$ cat config.mk
export PLATFORM = sky130hd
export DESIGN_NAME = scaler_window_top
export DESIGN_NICKNAME = d
export VERILOG_FILES = /design/src/hdl/scaler_window_pkg.sv /design/src/hdl/umuldiv.sv /design/src/hdl/host_cmd_decode.sv /design/src/hdl/window_calc.sv /design/src/hdl/window_out.sv /design/src/hdl/scaler_window_top.sv
export SDC_FILE = /design/constraint.sdc
export NUM_CORES = 1
export LEC_CHECK = 0
export ABC_CLOCK_PERIOD_IN_PS = 8050
export BUFFER_PORTS_ARGS = -buffer_cell sky130_fd_sc_hd__buf_4
export CAP_MARGIN = 20
export CORE_MARGIN = 1
export CORE_UTILIZATION = 35
export CTS_CLUSTER_DIAMETER = 60
export CTS_CLUSTER_SIZE = 28
export DETAILED_ROUTE_END_ITERATION = 10
export HOLD_SLACK_MARGIN = 0.05
export PLACE_DENSITY = 0.62
export SLEW_MARGIN = 40
export SYNTH_ARGS = -nofsm -noshare
export SYNTH_HDL_FRONTEND = slang
export SYNTH_SLANG_ARGS = --single-unit
$ cat constraint.sdc
create_clock -name i_clk_sys -period 8.05 [get_ports i_clk_sys]
set_input_delay 0 -clock i_clk_sys [delete_from_list [all_inputs] [get_ports i_clk_sys]]
set_output_delay 0 -clock i_clk_sys [all_outputs]
set_load 0.01 [all_outputs]
$ cat src/hdl/scaler_window_pkg.sv
/*
 * Scaler window package
 * Widths, reset defaults, host opcodes and structs shared along the window path
 */
`default_nettype none

package scaler_window_pkg;

	localparam int DIM_W  = 12;
	localparam int WORD_W = 16;

	typedef logic [DIM_W-1:0] dim_t;

	// Power-on video size, 1080p
	localparam dim_t DEF_WIDTH  = 12'd1920;
	localparam dim_t DEF_HEIGHT = 12'd1080;

	// Host opcodes still decoded
	typedef enum logic [7:0] {
		CMD_VIDEO_TIMING = 8'h20,
		CMD_VSET         = 8'h27,
		CMD_HSET         = 8'h37,
		CMD_ASPECT       = 8'h3A
	} host_cmd_e;

	typedef struct packed {
		logic              first;
		logic [WORD_W-1:0] data;
	} host_word_t;

	// Settings snapshot handed to the execute stage
	typedef struct packed {
		dim_t width;
		dim_t height;
		dim_t vset;
		dim_t hset;
		logic free_scale;
		dim_t arx;
		dim_t ary;
		logic direct_size;
	} scale_cfg_t;

	typedef struct packed {
		dim_t hmin;
		dim_t hmax;
		dim_t vmin;
		dim_t vmax;
	} window_t;

	typedef enum logic [2:0] {IDLE, PICK, MUL_W, MUL_H, CLAMP, CENTRE, HOLD} calc_state_e;

endpackage

`default_nettype wire

$ cat src/hdl/umuldiv.sv
/*
 * Sequential unsigned multiply-divide
 * floor(mul1 * mul2 / div), saturated to all ones on overflow
 */
`default_nettype none

module umuldiv #(
	parameter int DIM_W = scaler_window_pkg::DIM_W
) (
	input  wire logic             i_clk_sys,
	input  wire logic             i_resetd,
	input  wire logic             i_start,
	input  wire logic [DIM_W-1:0] i_mul1,
	input  wire logic [DIM_W-1:0] i_mul2,
	input  wire logic [DIM_W-1:0] i_div,
	output logic                  o_busy,
	output logic [DIM_W-1:0]      o_result
);

	localparam int CNT_W = $clog2(DIM_W);

	logic [DIM_W-1:0] rem;
	logic [DIM_W-1:0] quo;
	logic [DIM_W-1:0] dvs;
	logic [DIM_W:0]   shifted;
	logic [DIM_W:0]   diff;
	logic [CNT_W-1:0] cnt;
	logic             chk;

	// One restoring step, remainder shifted left with the next dividend bit
	assign shifted  = {rem, quo[DIM_W-1]};
	assign diff     = shifted - {1'b0, dvs};
	assign o_result = quo;

	always_ff @(posedge i_clk_sys) begin
		if (i_resetd) begin
			o_busy <= 1'b0;
			chk    <= 1'b0;
			cnt    <= '0;
		end else if (i_start) begin
			o_busy <= 1'b1;
			chk    <= 1'b1;
			cnt    <= '0;
		end else if (o_busy) begin
			if (chk) begin
				chk <= 1'b0;
				// High half not below divisor means the quotient overflows
				if (rem >= dvs) begin
					o_busy <= 1'b0;
				end
			end else begin
				cnt <= cnt + 1'b1;
				if (cnt == CNT_W'(DIM_W - 1)) begin
					o_busy <= 1'b0;
				end
			end
		end
	end

	always_ff @(posedge i_clk_sys) begin
		if (i_start) begin
			{rem, quo} <= i_mul1 * i_mul2;
			dvs        <= i_div;
		end else if (o_busy && chk) begin
			if (rem >= dvs) begin
				quo <= '1;
			end
		end else if (o_busy) begin
			rem <= diff[DIM_W] ? shifted[DIM_W-1:0] : diff[DIM_W-1:0];
			quo <= {quo[DIM_W-2:0], ~diff[DIM_W]};
		end
	end

endmodule

`default_nettype wire

$ cat src/hdl/host_cmd_decode.sv
/*
 * Host command decoder
 * Parses opcode and data words into the scaler settings and hands off a snapshot
 */
`default_nettype none

module host_cmd_decode (
	input  wire logic                          i_clk_sys,
	input  wire logic                          i_resetd,
	input  wire scaler_window_pkg::host_word_t i_host_word,
	input  wire logic                          i_host_valid,
	output logic                               o_host_ready,
	output scaler_window_pkg::scale_cfg_t      o_cfg,
	output logic                               o_cfg_valid,
	input  wire logic                          i_cfg_ready
);

	scaler_window_pkg::scale_cfg_t cfg_q;
	scaler_window_pkg::host_cmd_e  cmd;
	scaler_window_pkg::dim_t       din;
	logic                          cmd_act;
	logic [2:0]                    word_cnt;
	logic                          cfg_pend;
	logic                          host_xfer;
	logic                          last_word;

	// Host waits only while a snapshot sits unaccepted
	assign o_host_ready = ~(cfg_pend & ~i_cfg_ready);
	assign host_xfer    = i_host_valid & o_host_ready;
	assign din          = i_host_word.data[scaler_window_pkg::DIM_W-1:0];

	assign o_cfg       = cfg_q;
	assign o_cfg_valid = cfg_pend;

	always_comb begin
		case (cmd)
			scaler_window_pkg::CMD_VIDEO_TIMING: last_word = (word_cnt == 3'd7);
			scaler_window_pkg::CMD_ASPECT:       last_word = (word_cnt == 3'd1);
			default:                             last_word = 1'b1;
		endcase
	end

	////////////////////////////////////////////////////////////
	// Word parser

	always_ff @(posedge i_clk_sys) begin
		if (i_resetd) begin
			cmd_act  <= 1'b0;
			cmd      <= scaler_window_pkg::CMD_VSET;
			word_cnt <= '0;
			cfg_pend <= 1'b0;
			cfg_q    <= '{width:  scaler_window_pkg::DEF_WIDTH,
			              height: scaler_window_pkg::DEF_HEIGHT,
			              default: '0};
		end else begin
			if (cfg_pend && i_cfg_ready) begin
				cfg_pend <= 1'b0;
			end
			if (host_xfer) begin
				if (i_host_word.first) begin
					word_cnt <= '0;
					case (i_host_word.data[7:0])
						scaler_window_pkg::CMD_VIDEO_TIMING,
						scaler_window_pkg::CMD_VSET,
						scaler_window_pkg::CMD_HSET,
						scaler_window_pkg::CMD_ASPECT: begin
							cmd_act <= 1'b1;
							cmd     <= scaler_window_pkg::host_cmd_e'(i_host_word.data[7:0]);
						end
						default: begin
							cmd_act <= 1'b0;
						end
					endcase
				end else if (cmd_act) begin
					word_cnt <= word_cnt + 3'd1;
					case (cmd)
						scaler_window_pkg::CMD_VIDEO_TIMING: begin
							// Only active size kept, porches and syncs dropped
							if (word_cnt == 3'd0) begin
								cfg_q.width <= din;
							end
							if (word_cnt == 3'd4) begin
								cfg_q.height <= din;
							end
						end
						scaler_window_pkg::CMD_VSET: begin
							cfg_q.vset <= din;
						end
						scaler_window_pkg::CMD_HSET: begin
							cfg_q.hset       <= din;
							cfg_q.free_scale <= i_host_word.data[15];
						end
						scaler_window_pkg::CMD_ASPECT: begin
							if (word_cnt == 3'd0) begin
								cfg_q.arx         <= din;
								cfg_q.direct_size <= i_host_word.data[12];
							end else begin
								cfg_q.ary         <= din;
								cfg_q.direct_size <= cfg_q.direct_size | i_host_word.data[12];
							end
						end
						default: begin
							cmd_act <= 1'b0;
						end
					endcase
					// Surplus words fall through as stray data
					if (last_word) begin
						cmd_act  <= 1'b0;
						cfg_pend <= 1'b1;
					end
				end
			end
		end
	end

endmodule

`default_nettype wire

$ cat src/hdl/window_calc.sv
/*
 * Window execute stage
 * Picks the video size, aspect-corrects it, then clamps and centres the window
 */
`default_nettype none

module window_calc (
	input  wire logic                          i_clk_sys,
	input  wire logic                          i_resetd,
	input  wire scaler_window_pkg::scale_cfg_t i_cfg,
	input  wire logic                          i_cfg_valid,
	output logic                               o_cfg_ready,
	output scaler_window_pkg::window_t         o_win,
	output logic                               o_win_valid,
	input  wire logic                          i_win_ready
);

	scaler_window_pkg::calc_state_e state;
	scaler_window_pkg::scale_cfg_t  cfg_r;
	scaler_window_pkg::dim_t        tgt_w;
	scaler_window_pkg::dim_t        tgt_h;
	scaler_window_pkg::dim_t        wcalc;
	scaler_window_pkg::dim_t        hcalc;
	scaler_window_pkg::dim_t        videow;
	scaler_window_pkg::dim_t        videoh;
	scaler_window_pkg::dim_t        hoff;
	scaler_window_pkg::dim_t        voff;
	scaler_window_pkg::dim_t        hmin;
	scaler_window_pkg::dim_t        hmax;
	scaler_window_pkg::dim_t        vmin;
	scaler_window_pkg::dim_t        vmax;
	scaler_window_pkg::dim_t        md_mul1;
	scaler_window_pkg::dim_t        md_mul2;
	scaler_window_pkg::dim_t        md_div;
	scaler_window_pkg::dim_t        md_res;
	logic                           md_start;
	logic                           md_busy;
	logic                           md_idle;
	logic                           md_sel_h;
	logic                           use_target;
	logic                           use_direct;

	assign o_cfg_ready = (state == scaler_window_pkg::IDLE);

	// Overrides only shrink the output size
	assign tgt_h = (cfg_r.vset != '0 && cfg_r.vset < cfg_r.height) ? cfg_r.vset : cfg_r.height;
	assign tgt_w = (cfg_r.hset != '0 && cfg_r.hset < cfg_r.width) ? cfg_r.hset : cfg_r.width;

	assign use_target = cfg_r.free_scale || cfg_r.arx == '0 || cfg_r.ary == '0;
	assign use_direct = cfg_r.direct_size;

	////////////////////////////////////////////////////////////
	// Aspect multiply-divide, width pass then height pass

	assign md_sel_h = (state == scaler_window_pkg::MUL_H);
	assign md_mul1  = md_sel_h ? tgt_w : tgt_h;
	assign md_mul2  = md_sel_h ? cfg_r.ary : cfg_r.arx;
	assign md_div   = md_sel_h ? cfg_r.arx : cfg_r.ary;
	assign md_idle  = ~md_start & ~md_busy;

	umuldiv #(
		.DIM_W(scaler_window_pkg::DIM_W)
	) i_umuldiv (
		.i_clk_sys(i_clk_sys),
		.i_resetd (i_resetd),
		.i_start  (md_start),
		.i_mul1   (md_mul1),
		.i_mul2   (md_mul2),
		.i_div    (md_div),
		.o_busy   (md_busy),
		.o_result (md_res)
	);

	// Centring, wraps at 12 bits
	assign hoff = cfg_r.width - videow;
	assign voff = cfg_r.height - videoh;
	assign hmin = hoff >> 1;
	assign vmin = voff >> 1;
	assign hmax = hmin + videow - 12'd1;
	assign vmax = vmin + videoh - 12'd1;

	////////////////////////////////////////////////////////////
	// FSM

	always_ff @(posedge i_clk_sys) begin
		if (i_resetd) begin
			state       <= scaler_window_pkg::IDLE;
			md_start    <= 1'b0;
			o_win_valid <= 1'b0;
		end else begin
			md_start <= 1'b0;
			case (state)
				scaler_window_pkg::IDLE: begin
					if (i_cfg_valid) begin
						state <= scaler_window_pkg::PICK;
					end
				end
				scaler_window_pkg::PICK: begin
					if (use_target || use_direct) begin
						state <= scaler_window_pkg::CLAMP;
					end else begin
						md_start <= 1'b1;
						state    <= scaler_window_pkg::MUL_W;
					end
				end
				scaler_window_pkg::MUL_W: begin
					if (md_idle) begin
						md_start <= 1'b1;
						state    <= scaler_window_pkg::MUL_H;
					end
				end
				scaler_window_pkg::MUL_H: begin
					if (md_idle) begin
						state <= scaler_window_pkg::CLAMP;
					end
				end
				scaler_window_pkg::CLAMP: begin
					state <= scaler_window_pkg::CENTRE;
				end
				scaler_window_pkg::CENTRE: begin
					o_win_valid <= 1'b1;
					state       <= scaler_window_pkg::HOLD;
				end
				scaler_window_pkg::HOLD: begin
					if (i_win_ready) begin
						o_win_valid <= 1'b0;
						state       <= scaler_window_pkg::IDLE;
					end
				end
				default: begin
					state <= scaler_window_pkg::IDLE;
				end
			endcase
		end
	end

	always_ff @(posedge i_clk_sys) begin
		case (state)
			scaler_window_pkg::IDLE: begin
				if (i_cfg_valid) begin
					cfg_r <= i_cfg;
				end
			end
			scaler_window_pkg::PICK: begin
				wcalc <= use_target ? tgt_w : cfg_r.arx;
				hcalc <= use_target ? tgt_h : cfg_r.ary;
			end
			scaler_window_pkg::MUL_W: begin
				if (md_idle) begin
					wcalc <= md_res;
				end
			end
			scaler_window_pkg::MUL_H: begin
				if (md_idle) begin
					hcalc <= md_res;
				end
			end
			scaler_window_pkg::CLAMP: begin
				videow <= (wcalc > tgt_w) ? tgt_w : wcalc;
				videoh <= (hcalc > tgt_h) ? tgt_h : hcalc;
			end
			scaler_window_pkg::CENTRE: begin
				o_win <= '{hmin: hmin, hmax: hmax, vmin: vmin, vmax: vmax};
			end
			default: begin
			end
		endcase
	end

endmodule

`default_nettype wire

$ cat src/hdl/window_out.sv
/*
 * Window result queue
 * Two-entry FIFO between the execute stage and the output
 */
`default_nettype none

module window_out (
	input  wire logic                       i_clk_sys,
	input  wire logic                       i_resetd,
	input  wire scaler_window_pkg::window_t i_win,
	input  wire logic                       i_win_valid,
	output logic                            o_win_ready,
	output scaler_window_pkg::window_t      o_win,
	output logic                            o_win_valid,
	input  wire logic                       i_win_ready
);

	scaler_window_pkg::window_t mem [2];
	logic                       wr_ptr;
	logic                       rd_ptr;
	logic [1:0]                 count;
	logic                       push;
	logic                       pop;

	assign o_win_ready = (count != 2'd2);
	assign o_win_valid = (count != 2'd0);
	assign o_win       = mem[rd_ptr];

	assign push = i_win_valid & o_win_ready;
	assign pop  = o_win_valid & i_win_ready;

	always_ff @(posedge i_clk_sys) begin
		if (push) begin
			mem[wr_ptr] <= i_win;
		end
	end

	always_ff @(posedge i_clk_sys) begin
		if (i_resetd) begin
			wr_ptr <= 1'b0;
			rd_ptr <= 1'b0;
			count  <= 2'd0;
		end else begin
			wr_ptr <= wr_ptr ^ push;
			rd_ptr <= rd_ptr ^ pop;
			case ({push, pop})
				2'b10:   count <= count + 2'd1;
				2'b01:   count <= count - 2'd1;
				default: count <= count;
			endcase
		end
	end

endmodule

`default_nettype wire

$ cat src/hdl/scaler_window_top.sv
/*
 * Scaler window top
 * Host command decode, window execute and result queue in a chain
 */
`default_nettype none

module scaler_window_top (
	input  wire logic                          i_clk_sys,
	input  wire logic                          i_resetd,
	input  wire scaler_window_pkg::host_word_t i_host_word,
	input  wire logic                          i_host_valid,
	output logic                               o_host_ready,
	output scaler_window_pkg::window_t         o_win,
	output logic                               o_win_valid,
	input  wire logic                          i_win_ready
);

	scaler_window_pkg::scale_cfg_t cfg;
	logic                          cfg_valid;
	logic                          cfg_ready;
	scaler_window_pkg::window_t    win;
	logic                          win_valid;
	logic                          win_ready;

	host_cmd_decode i_host_cmd_decode (
		.i_clk_sys   (i_clk_sys),
		.i_resetd    (i_resetd),
		.i_host_word (i_host_word),
		.i_host_valid(i_host_valid),
		.o_host_ready(o_host_ready),
		.o_cfg       (cfg),
		.o_cfg_valid (cfg_valid),
		.i_cfg_ready (cfg_ready)
	);

	window_calc i_window_calc (
		.i_clk_sys  (i_clk_sys),
		.i_resetd   (i_resetd),
		.i_cfg      (cfg),
		.i_cfg_valid(cfg_valid),
		.o_cfg_ready(cfg_ready),
		.o_win      (win),
		.o_win_valid(win_valid),
		.i_win_ready(win_ready)
	);

	window_out i_window_out (
		.i_clk_sys  (i_clk_sys),
		.i_resetd   (i_resetd),
		.i_win      (win),
		.i_win_valid(win_valid),
		.o_win_ready(win_ready),
		.o_win      (o_win),
		.o_win_valid(o_win_valid),
		.i_win_ready(i_win_ready)
	);

endmodule

`default_nettype wire

# [Word-level counts from Yosys, hierarchy flattened]
# Memory sizes are Yosys's and may differ from the RTL's. A register that Yosys moved wholly into a read port is not among the register bits.
# Index checks and enable logic that the tools add are counted.
[totals] ram_bits=92 mem_count=1 register_bits=306 input_bits=21 rom_bits=0 latch_bits=0
[classes] div=0 magnitude_cmp=5 eq_ne=27 bitwise=16 n_reduce_logical=41 n_addsub=11 multipliers=1 shift=0 mux=56
[mem_list] name="i_window_out.mem" depth=2 word_bits=46 read_ports=1 rd_clocked_by_memory_dff=1 wr=1 line="window_out.sv:18" text="scaler_window_pkg::window_t mem [2];"
[ops] op="$mux W12" count=18
[ops] op="$eq A8 B6 Y1 const B" count=8
[ops] op="$pmux W12 S2" count=2
[ops] op="$add A11 B12 Y12" count=2
[ops] op="$gt A12 B12 Y1" count=2
[ops] op="$logic_not A12 Y1" count=2
[ops] op="$lt A12 B12 Y1" count=2
[ops] op="$mul A12 B12 Y24" count=1
[ops] op="$mux W1" count=24
[ops] op="$reduce_bool A12 Y1" count=2
[ops] op="$sub A12 B1 Y12 const B" count=2
[ops] op="$sub A12 B12 Y12" count=2
[ops] op="$mux W3" count=7
[ops] op="$pmux W3 S7" count=1
[ops] op="$reduce_and A5 Y1" count=4
[ops] op="$reduce_and A2 Y1" count=8
[ops] op="$reduce_and A4 Y1" count=4
[ops] op="$eq A3 B3 Y1 const B" count=5
[ops] op="$reduce_bool A2 Y1" count=7
[ops] op="$sub A13 B12 Y13" count=1
[ops] op="$ge A12 B12 Y1" count=1
[ops] op="$ne A2 B1 Y1 const B" count=4
[ops] op="$not A1 Y1" count=8
[ops] op="$reduce_or A4 Y1" count=2
[ops] op="22 further kinds" count=38

# [Longest topological paths before layout]
# Gate-level depths: netlist of run 1.
[logic_depth] word_depth=7 ltp_mapped=29

# [Cells and area by module]
# Synthesis of run 1 repeated with hierarchy kept, for this count alone.
[hier_totals] cells_unflattened=2303 area_unflattened_um2=25096.6
[by_module_without_submodules] mod="window_calc" cells_each=969 instances=1 area_each_um2=10478.8
[by_module_without_submodules] mod="umuldiv" cells_each=812 instances=1 area_each_um2=7325.8
[by_module_without_submodules] mod="window_out" cells_each=171 instances=1 area_each_um2=3656.0
[by_module_without_submodules] mod="host_cmd_decode" cells_each=351 instances=1 area_each_um2=3636.0

# [Worst setup path before layout of run 1]
# OpenSTA, ideal clock, no wires.
[synth_path] path_type="flip-flop to flip-flop" start="register i_window_calc.cfg_r[63] (netlist bit)" end="register i_window_calc.i_umuldiv.rem[10] (data pin)" setup_slack_ns=1.414 arrival_time_ns=6.364 path_buffers=2 path_stages_with_launch=27 setup_time_ns=0.272 path_cell_list="edfxtp_1 > inv_1 > ha_1 > a21oi_1 > o21a_1 > o311a_1 > o21ai_2 > buf_6 > mux2_2 > buf_4 > a22oi_1 > fa_1 > inv_1 > fa_1 > fa_1 > fa_1 > inv_1 > fa_1 > inv_1 > ha_1 > a21o_1 > a21boi_0 > o21ai_0 > a2111oi_0 > a31oi_1 > xnor2_1 > o21ai_0"
[synth_between] elab_chain_cells=6
[synth_lines] item="start: declaration" line="window_calc.sv:19" text="scaler_window_pkg::scale_cfg_t cfg_r;"
[synth_lines] item="start signal: assignment" line="window_calc.sv:141" text="cfg_r <= i_cfg;"
[synth_lines] item="$lt A12 B12 Y1" line="window_calc.sv:47" text="assign tgt_w = (cfg_r.hset != '0 && cfg_r.hset < cfg_r.width) ? cfg_r.hset : cfg_r.width;"
[synth_lines] item="$logic_and A1 B1 Y1" line="window_calc.sv:47"
[synth_lines] item="$mux W12 (*)" line="window_calc.sv:47"
[synth_lines] item="$mux W12 (*)" line="window_calc.sv:56" text="assign md_mul1 = md_sel_h ? tgt_w : tgt_h;"
[synth_lines] item="$mul A12 B12 Y24 (*)" line="umuldiv.sv:62" text="{rem, quo} <= i_mul1 * i_mul2;"
[synth_lines] item="$mux W12 (*)" line="umuldiv.sv:61" text="if (i_start) begin"
[synth_lines] item="end signal: assignment" line="umuldiv.sv:62"
[synth_lines] item="end signal: assignment" line="umuldiv.sv:69" text="rem <= diff[DIM_W] ? shifted[DIM_W-1:0] : diff[DIM_W-1:0];"
[synth_lines] item="end: declaration" line="umuldiv.sv:22" text="logic [DIM_W-1:0] rem;"
# Mark *: on every way between the ends. The rest lies on a longest branch, timed or not.
# A chain may end at the register's enable or synchronous reset.

# [Worst setup path after layout of run 1]
# Ends and elaborated chain as after synthesis.

==> results of run 1 <==
## registers in the layout, summed over array words and instances (netlist names), 2 cells and up
| name | flops |
|---|---|
| i_host_cmd_decode.word_cnt | 3 |
| i_window_calc.i_umuldiv.rem | 12 |
| i_window_calc.hcalc | 12 |
| i_window_out.count | 2 |
| i_window_calc.videoh | 12 |
| i_host_cmd_decode.cmd | 8 |
| i_window_calc.state | 3 |
| i_window_calc.i_umuldiv.dvs | 12 |
| i_host_cmd_decode.o_cfg | 74 |
| i_window_calc.cfg_r | 73 |
| i_window_calc.videow | 12 |
| i_window_calc.o_win | 46 |
| i_window_calc.i_umuldiv.o_result | 12 |
| i_window_out.mem | 92 |
| i_window_calc.wcalc | 12 |
| i_window_calc.i_umuldiv.cnt | 4 |
## logic make-up after synthesis
kind of cell | count (synthesis)
adders and majority gates | 305
and+or+nand+nor | 496
muxes | 152
other | 1
DFF | 398
xor gates and xnor gates | 70
AOI/OAI and AO/OA | 492
buffers and inverters | 387
## per-stage QoR
stage	cell area [um2]	hold slack, ps	utilization	instances
6_report	27900	246	0.397	3332
5_1_grt	27900	253	0.397	3332
4_1_cts	27900	220	0.396	3332
3_5_place_dp	26600	257	0.378	3258
3_3_place_gp	26500	249	0.377	3253
2_1_floorplan	25000	118	-	2302
## how the worst min path moves through the flow
stage	slack [ps]	cells after the start	endpoint	startpoint
after global placement	250	3	i_host_cmd_decode.o_cfg[25]	i_host_word[15]
after floorplan	120	1	i_host_cmd_decode.o_cfg[55]	i_host_word[5]
after CTS	220	3	i_host_cmd_decode.o_cfg[69]	i_host_word[7]
final	250	3	i_host_cmd_decode.o_cfg[69]	i_host_word[7]
after detailed placement	260	3	i_host_cmd_decode.o_cfg[25]	i_host_word[15]
after global routing	250	3	i_host_cmd_decode.o_cfg[71]	i_host_word[9]
## report_power, final
part | total (uW) | switching (uW) | internal [uW]
Sequential | 2490 | 75.4 | 2410
Combinational | 2570 | 1550 | 1010
Clock | 1600 | 859 | 737
Total | 6650 | 2490 | 4160
## timing repair
action	4_1_cts	5_1_grt
endpoints found under the setup margin	0	2
hold endpoints to repair	101	0
hold buffers	22	0
setup buffers	0	0
resized for setup	0	3
## worst reg2reg max path: stages, from the launching register on
cell and delay, ps:
sky130_fd_sc_hd__edfxtp_1 440, sky130_fd_sc_hd__inv_1 80, sky130_fd_sc_hd__ha_1 280, sky130_fd_sc_hd__a21oi_1 70
sky130_fd_sc_hd__o21a_1 200, sky130_fd_sc_hd__o311a_1 370, sky130_fd_sc_hd__o21ai_4 200, sky130_fd_sc_hd__mux2_4 430
sky130_fd_sc_hd__inv_1 310, sky130_fd_sc_hd__o22ai_1 160, sky130_fd_sc_hd__fa_1 540, sky130_fd_sc_hd__fa_1 520
sky130_fd_sc_hd__fa_1 530, sky130_fd_sc_hd__fa_1 560, sky130_fd_sc_hd__inv_1 60, sky130_fd_sc_hd__fa_1 540
sky130_fd_sc_hd__inv_1 40, sky130_fd_sc_hd__ha_1 370, sky130_fd_sc_hd__a21o_1 240, sky130_fd_sc_hd__a21boi_0 210
sky130_fd_sc_hd__o21ai_0 200, sky130_fd_sc_hd__a2111oi_0 430, sky130_fd_sc_hd__a31oi_1 170, sky130_fd_sc_hd__xnor2_1 270
sky130_fd_sc_hd__o21ai_0 100
## Yosys cell counts, types with 32 or more instances
cell                       instances
sky130_fd_sc_hd__edfxtp_1        296
sky130_fd_sc_hd__xnor2_1          47
sky130_fd_sc_hd__o22ai_1          57
sky130_fd_sc_hd__ha_1            200
sky130_fd_sc_hd__nor3_1           32
sky130_fd_sc_hd__a22oi_1          61
sky130_fd_sc_hd__mux2i_1          60
sky130_fd_sc_hd__nor2_1          124
sky130_fd_sc_hd__o21ai_0          74
sky130_fd_sc_hd__a21oi_1         152
sky130_fd_sc_hd__fa_1            105
sky130_fd_sc_hd__mux2_2           75
sky130_fd_sc_hd__inv_1           285
sky130_fd_sc_hd__dfxtp_1         102
sky130_fd_sc_hd__clkbuf_1         51
sky130_fd_sc_hd__nand2_1         159
## layout by cell type, fill, tap and decap left out, types with 12 or more instances in the layout
master and instances:
sky130_fd_sc_hd__a21o_1 31, sky130_fd_sc_hd__nand2_1 158, sky130_fd_sc_hd__a22oi_1 61, sky130_fd_sc_hd__and2_1 13, sky130_fd_sc_hd__a21oi_1 150, sky130_fd_sc_hd__nor4_1 16, sky130_fd_sc_hd__xor2_1 23, sky130_fd_sc_hd__o21ai_0 74
sky130_fd_sc_hd__dlygate4sd3_1 22, sky130_fd_sc_hd__ha_1 198, sky130_fd_sc_hd__clkbuf_16 29, sky130_fd_sc_hd__nor2b_1 30, sky130_fd_sc_hd__dfxtp_1 101, sky130_fd_sc_hd__buf_4 98, sky130_fd_sc_hd__xnor2_1 47, sky130_fd_sc_hd__inv_1 285
sky130_fd_sc_hd__nor3_1 32, sky130_fd_sc_hd__and3_1 23, sky130_fd_sc_hd__fa_1 105, sky130_fd_sc_hd__mux2_2 76, sky130_fd_sc_hd__o22ai_1 57, sky130_fd_sc_hd__mux2_4 15, sky130_fd_sc_hd__nor2_1 124, sky130_fd_sc_hd__or3_1 24
sky130_fd_sc_hd__a211oi_1 12, sky130_fd_sc_hd__edfxtp_1 296, sky130_fd_sc_hd__mux2i_1 60, sky130_fd_sc_hd__nand3_1 13, sky130_fd_sc_hd__nand2b_1 18
## area by class of cell
type                       count  area [um2]  area share
clock buffer                  31         733      0.0263
sequential                   398       10900       0.392
multi-input combinational   1517       12600       0.451
tap                          940        1180      0.0421
inverter                     300        1150      0.0411
timing repair buffer         125        1010      0.0363
clock inverter                21         333      0.0119
## per-layer routing
layer	vias up	global-route usage	wire, um
li1	8292	-	-
met1	8705	0.257	30000
met2	645	0.285	30100
met3	137	0.0213	4300
met4	0	0.0540	2020
met5	-	0	0
==> PnR_summary.wiki, run 1 <==
{| class="wikitable"
! Metric !! Value
|-
| Detailed-route vias per instance || 5.34
|-
| Clock latency on the worst-skew pair || 610 ps
|-
| Clock slew at reported path FFs || 100 ps
|-
| Area fraction of the dominant cell type after synthesis || 0.355
|-
| Overflow left after global routing || 0
|-
| Origin of the critical flop-to-flop path || i_window_calc.cfg_r[63]
|-
| Maximum level of the CTS H-tree || 1
|-
| # DRC || 0
|-
| CP max-delay cell || sky130_fd_sc_hd__fa_1
|-
| Wire per inst || 19.9 um
|-
| Layout net count || 2,696
|-
| Avg Inst Size Synth || 10.9 um2
|-
| Post-synth EDFFs || 296
|-
| Starting density of the core || 0.355
|-
| Synth Area in XOR/XNOR || 0.0245
|-
| WL final || 66.3 mm
|-
| Type of the worst min-delay path || in2reg
|-
| Launching element type of the critical path || flop
|-
| P per Cell Area || 238 nW/um2
|-
| Post-synthesis mux area share || 0.0678
|-
| First-pass GRT wire length || 103 mm
|-
| Final count of pins violating max slew || 0
|-
| Final setup violating endpoints || 0
|-
| Kind of capture point of the worst setup path || flop
|-
| Largest family of logic cells by synthesized area || adder cells
|-
| Global router's overall resource usage || 0.180
|-
| CP Capture Point || i_window_calc.i_umuldiv.rem[10]
|-
| Critical path required time || 8380 ps
|-
| Arithmetic-cell share of the synthesized area counting full adders, half adders and majority gates || 0.184
|-
| Unrepaired setup endpoints after global routing || no
|-
| Maximum clock skew at final layout || 58.9 ps
|-
| DRT antenna net count || 0
|-
| Worst supply voltage drop on vdd || 186 uV
|-
| Total via count in the routed design || 17,800
|-
| Part of the Yosys area used for sequential elements || 0.437
|-
| Number of global-route vias before repair || 17,700
|-
| Synth warn || 0
|-
| Clock Root Buffer || sky130_fd_sc_hd__clkbuf_16
|-
| Critical path class || reg2reg
|-
| CTS tree || done
|-
| Ys flop type || sky130_fd_sc_hd__edfxtp_1
|-
| Number of cells on the critical path || 24
|-
| Sink Count || 398
|-
| Crit Path Max Fanout || 12
|-
| Fraction of the mapped netlist area in compound gates || 0.128
|-
| Horiz. Die Dim || 269 um
|-
| Summed negative setup slack over all endpoints || 0 ps
|-
| Cell type with the largest total area after synthesis || sky130_fd_sc_hd__edfxtp_1
|-
| Row count || 97
|-
| Final hold vios || 0
|-
| Launch point of the worst path || i_window_calc.cfg_r[63]
|-
| Worst R2R End || i_window_calc.i_umuldiv.rem[10]
|-
| Ant. Diodes || 0
|-
| Total power of the final layout || 6650 uW
|-
| Worst slew margin relative to its limit || 0.469
|-
| Setup slack of the critical path after layout || 451 ps
|-
| Final worst-path cycle share || 0.944
|-
| F_max || 132 MHz
|-
| Leading post-synthesis cells by cell area || sky130_fd_sc_hd__edfxtp_1, sky130_fd_sc_hd__ha_1, sky130_fd_sc_hd__fa_1
|-
| Cell depth of the worst flop-to-flop path || 24
|-
| Slew @ Worst Pin || 796 ps
|-
| Antenna violations before repair || 1
|-
| Crit-path max cell delay || 560 ps
|-
| Register-to-register setup slack || 450 ps
|-
| Register bit count reported by yosys || 398
|-
| Kind of cell with the highest combined delay on the critical path || adder cells
|-
| Number of different library cells in the post-synthesis netlist || 93
|-
| Count of buffering cells on the critical path with inverters included || 4
|-
| Critical path, cell by cell || inv_1, ha_1, a21oi_1, o21a_1, o311a_1, o21ai_4, mux2_4, inv_1, o22ai_1, fa_1, fa_1, fa_1, fa_1, inv_1, fa_1, inv_1, ha_1, a21o_1, a21boi_0, o21ai_0, a2111oi_0, a31oi_1, xnor2_1, o21ai_0
|-
| Fraction of final layout cells with drive strength greater than 1 || 0.125
|-
| 1st-pass router iterations || 6
|-
| Signed area change from the synthesized netlist to the final layout || 11.6%
|-
| Floorplan die area || 72,500 um2
|-
| Synth Instances || 2,301
|-
| Cell type with the highest occurrence count on the critical path || sky130_fd_sc_hd__fa_1
|-
| Static power due to leakage || 0.0114 uW
|-
| Number of input and output port buffers inserted || 66
|-
| Pin count of the biggest net entering global routing || 101
|-
| Asr flop ratio synth || 0
|-
| Result of the run || finished, final reports clean
|-
| Number of max-capacitance violations reported || 0
|-
| Total core area || 70,400 um2
|-
| Placer's final routability congestion estimate || 0.975
|-
| Number of buffers inserted during clock tree synthesis || 28
|-
| Detailed Place HPWL || 50.2 mm
|-
| Number of DRC markers in iteration 0 || 1,573
|-
| Minimum period implied by the final worst setup slack || 7600 ps
|-
| Netlist area before placement || 25,000 um2
|-
| Layout fillers || 6,795
|-
| Simple logic cell fraction of the synthesized area || 0.0970
|-
| Floorplan die height || 269 um
|-
| Critical path arrival || 7930 ps
|-
| Worst-case clock buffer depth || 3
|-
| I/O pin count || 71
|-
| Post-placement worst setup slack || 378 ps
|}
Note: power is estimated with default switching activity, not from simulation.
==> run 2: changes to the inputs <==
Settings changed: ABC_AREA set to 1.
==> PnR_summary.wiki, run 2 <==
{| class="wikitable"
! Metric !! Value
|-
| Worst-case clock buffer depth || 3 (unchanged)
|-
| Maximum level of the CTS H-tree || 1 (unchanged)
|-
| Area fraction of the dominant cell type after synthesis || 0.349 (-0.00665)
|-
| Maximum clock skew at final layout || 51.1 ps (-7.76 ps)
|-
| Number of max-capacitance violations reported || 0 (unchanged)
|-
| Number of buffers inserted during clock tree synthesis || 30 (+7.1%)
|-
| Crit-path max cell delay || 540 ps (-20 ps)
|-
| Area of placed instances || 27,000 um2 (+1.4%)
|-
| Leading post-synthesis cells by cell area || sky130_fd_sc_hd__edfxtp_1, sky130_fd_sc_hd__ha_1, sky130_fd_sc_hd__nand2_1
|-
| Final Cell Area || 28,400 um2 (+1.6%)
|-
| Final count of pins violating max slew || 0 (unchanged)
|-
| Pin count of the biggest net entering global routing || 57 (-44%)
|-
| Synth cell count leaders || sky130_fd_sc_hd__nand2_1, sky130_fd_sc_hd__inv_1, sky130_fd_sc_hd__edfxtp_1, sky130_fd_sc_hd__nor2_1, sky130_fd_sc_hd__nand3_1
|-
| Register bit count reported by yosys || 398 (unchanged)
|-
| Commonest non-fill, non-tap cells in the layout || sky130_fd_sc_hd__nand2_1, sky130_fd_sc_hd__inv_1, sky130_fd_sc_hd__edfxtp_1
|-
| Ant. Diodes || 0 (unchanged)
|-
| I/O pin count || 71 (unchanged)
|-
| Clk pwr share || 0.296 (+0.056)
|-
| Cell depth of the worst flop-to-flop path || 28 (+17%)
|-
| Floorplan die height || 272 um (+0.94%)
|-
| Cell type with the largest total area after synthesis || sky130_fd_sc_hd__edfxtp_1
|-
| Most flops, register || i_window_out.mem
|-
| Number of global-route vias before repair || 18,100 (+2.2%)
|-
| CP max-delay cell || sky130_fd_sc_hd__fa_1
|-
| Routing usage on met2 || 0.271 (-0.0142)
|-
| Origin of the critical flop-to-flop path || i_window_calc.cfg_r[59]
|-
| Global router's overall resource usage || 0.168 (-0.0122)
|-
| GR Util met1 || 0.232 (-0.0243)
|-
| Static power due to leakage || 0.0128 uW (+12%)
|-
| Slew @ Worst Pin || 819 ps (+23.1 ps)
|-
| Synth warn || 0 (unchanged)
|-
| Worst hold endpoint || i_host_cmd_decode.o_cfg[0]
|-
| Netlist area before placement || 25,500 um2 (+1.9%)
|-
| Register-to-register setup slack || 1060 ps (+610 ps)
|-
| Total via count in the routed design || 18,900 (+6.5%)
|-
| Clock Root Buffer || sky130_fd_sc_hd__clkbuf_16
|-
| Most common library cell in the layout ignoring fill and taps || sky130_fd_sc_hd__nand2_1
|-
| Clock slew at reported path FFs || 100 ps (about the same)
|-
| Cell type with the highest occurrence count on the critical path || sky130_fd_sc_hd__fa_1
|-
| Critical path class || reg2reg
|-
| Floorplan die area || 73,900 um2 (+1.9%)
|-
| Sequential share of power || 0.437 (+0.063)
|-
| Number of DRC markers in iteration 0 || 1,403 (-11%)
|-
| Ys flop type || sky130_fd_sc_hd__edfxtp_1
|-
| Final hold vios || 0 (unchanged)
|-
| Total core area || 71,700 um2 (+1.9%)
|-
| Met3 track demand over resource || 0.0277 (+0.00640)
|-
| Worst supply voltage drop on vdd || 170 uV (-8.5%)
|-
| Fraction of the core area covered by cells at the end of the flow || 0.395 (-0.00112)
|-
| Most frequent cell after synthesis || sky130_fd_sc_hd__nand2_1
|-
| Launch point of the worst path || i_window_calc.cfg_r[59]
|-
| Result of the run || finished, final reports clean
|-
| Number of different library cells in the post-synthesis netlist || 52 (-44%)
|-
| Final worst-path cycle share || 0.869 (-0.0753)
|-
| Starting density of the core || 0.355 (about the same)
|-
| Number of input and output port buffers inserted || 66 (unchanged)
|-
| Summed negative setup slack over all endpoints || 0 ps (unchanged)
|-
| Avg Inst Size Synth || 8.97 um2 (-18%)
|-
| Launch point of the worst hold path || i_host_word[12]
|-
| CTS tree || done
|-
| Horiz. Die Dim || 272 um (+0.94%)
|-
| Worst slew margin relative to its limit || 0.454 (-0.0154)
|-
| Overflow left after global routing || 0 (unchanged)
|-
| Antenna violations before repair || 0 (-1)
|-
| First-pass GRT wire length || 98.5 mm (-4.0%)
|-
| Critical path required time || 8420 ps (+40 ps)
|-
| Wire per inst || 15.9 um (-20%)
|-
| Unrepaired setup endpoints after global routing || no
|-
| Asr flop ratio synth || 0 (unchanged)
|-
| Number of cells traversed by the worst hold path || 4 (+1)
|-
| Row count || 98 (+1.0%)
|-
| Launching element type of the critical path || flop
|-
| WL final || 61.8 mm (-6.9%)
|-
| 1st-pass router iterations || 6 (unchanged)
|-
| Part of the Yosys area used for sequential elements || 0.429 (-0.00817)
|-
| P per Cell Area || 202 nW/um2 (-15%)
|-
| Layout net count || 3,233 (+20%)
|-
| # DRC || 0 (unchanged)
|-
| Clock latency on the worst-skew pair || 620 ps (about the same)
|-
| Detailed-route vias per instance || 4.88 (-8.6%)
|-
| Critical path arrival || 7360 ps (-570 ps)
|-
| Net switching power of the design || 2000 uW (-19%)
|-
| Placer's final routability congestion estimate || 0.954 (-2.2%)
|-
| Switching fraction of total power || 0.350 (-0.0241)
|-
| Most crowded layer after global routing || met2
|-
| Signed area change from the synthesized netlist to the final layout || 11.3%
|-
| Synth Instances || 2,843 (+24%)
|-
| Layout fillers || 7,133 (+5.0%)
|-
| Post-synth EDFFs || 296 (unchanged)
|-
| Sink Count || 398 (unchanged)
|-
| Fraction of final layout cells with drive strength greater than 1 || 0.0795 (-0.0455)
|-
| P_int || 3720 uW (-11%)
|-
| Detailed Place HPWL || 48.7 mm (-3.1%)
|-
| F_max || 143 MHz (+8.7%)
|-
| Minimum period implied by the final worst setup slack || 6990 ps (-606 ps)
|-
| DRT antenna net count || 0 (unchanged)
|-
| Count of cells resized by post-cts repair || 0 (unchanged)
|-
| Worst R2R End || i_window_calc.i_umuldiv.rem[5]
|-
| Kind of capture point of the worst setup path || flop
|-
| Type of the worst min-delay path || in2reg
|-
| Final setup violating endpoints || 0 (unchanged)
|-
| Largest register FFs || 92 (unchanged)
|-
| Combinational Power Share || 0.267 (-0.119)
|-
| Crit Path Max Fanout || 12 (unchanged)
|}
[run 2: worst max-delay path by stage]
stage	endpoint	cells after the start
6_report	i_window_calc.i_umuldiv.rem[5]	28
3_3_place_gp	i_window_calc.i_umuldiv.rem[1]	26
5_1_grt	i_window_calc.i_umuldiv.rem[1]	25
4_1_cts	i_window_calc.i_umuldiv.rem[5]	27
2_1_floorplan	i_window_calc.i_umuldiv.rem[5]	27
3_5_place_dp	i_window_calc.i_umuldiv.rem[5]	27
[run 2: kinds of logic after synthesis]
group	count (synthesis)	share of synthesized area
simple gates	1164	0.201
buf+inv	545	0.0847
flops	398	0.429
compound gates	381	0.0878
fa+ha+maj	305	0.181
xor+xnor	49	0.0168
other cells	1	0.000147
[run 2: repair_timing]
item / CTS / global route
hold endpoints to repair: 87 / 0
setup buffers: 0 / 0
hold buffers: 21 / 0
[run 2: critical path: cells and delay by family (launching register included)]
kind	cells	cell delay, ps
simple gates	12	1800
compound gates	4	820
flops	1	530
fa+ha+maj	7	3150
buf+inv	5	460
[run 2: power groups by stage]
stage | clock [uW] | sequential, uW | combinational [uW]
after floorplan | 0 | 2510 | 1150
after global placement | 0 | 2550 | 1500
after detailed placement | 0 | 2550 | 1510
after CTS | 1730 | 2500 | 1530
after global routing | 1810 | 2510 | 1770
final | 1700 | 2500 | 1530
[run 2: cell type report]
class                   count  area [um2]  area share
flip-flops and latches    398       10900       0.385
clock inverters            26         430      0.0152
inverters                 468        1760      0.0620
well taps                 950        1190      0.0419
repair buffers            108         863      0.0304
clock buffers              30         751      0.0265
multi-input cells        1901       12400       0.439
[run 2: through the flow]
stage | total power [uW] | setup WS (ps) | cells | hold WS (ps)
2_1_floorplan | 3660 | 2120 | 2844 | 149
3_3_place_gp | 4040 | 1170 | 3804 | 258
3_5_place_dp | 4060 | 1120 | 3804 | 258
4_1_cts | 5760 | 1120 | 3881 | 230
5_1_grt | 6090 | 441 | 3881 | 262
6_report | 5720 | 1060 | 3881 | 256
[run 2: layer usage]
metal  part of all wire  vias to the layer above
li1                   -                     9512
met1               0.47                     8850
met5                  0                        -
met4              0.026                        0
met3              0.061                       86
met2               0.44                      478
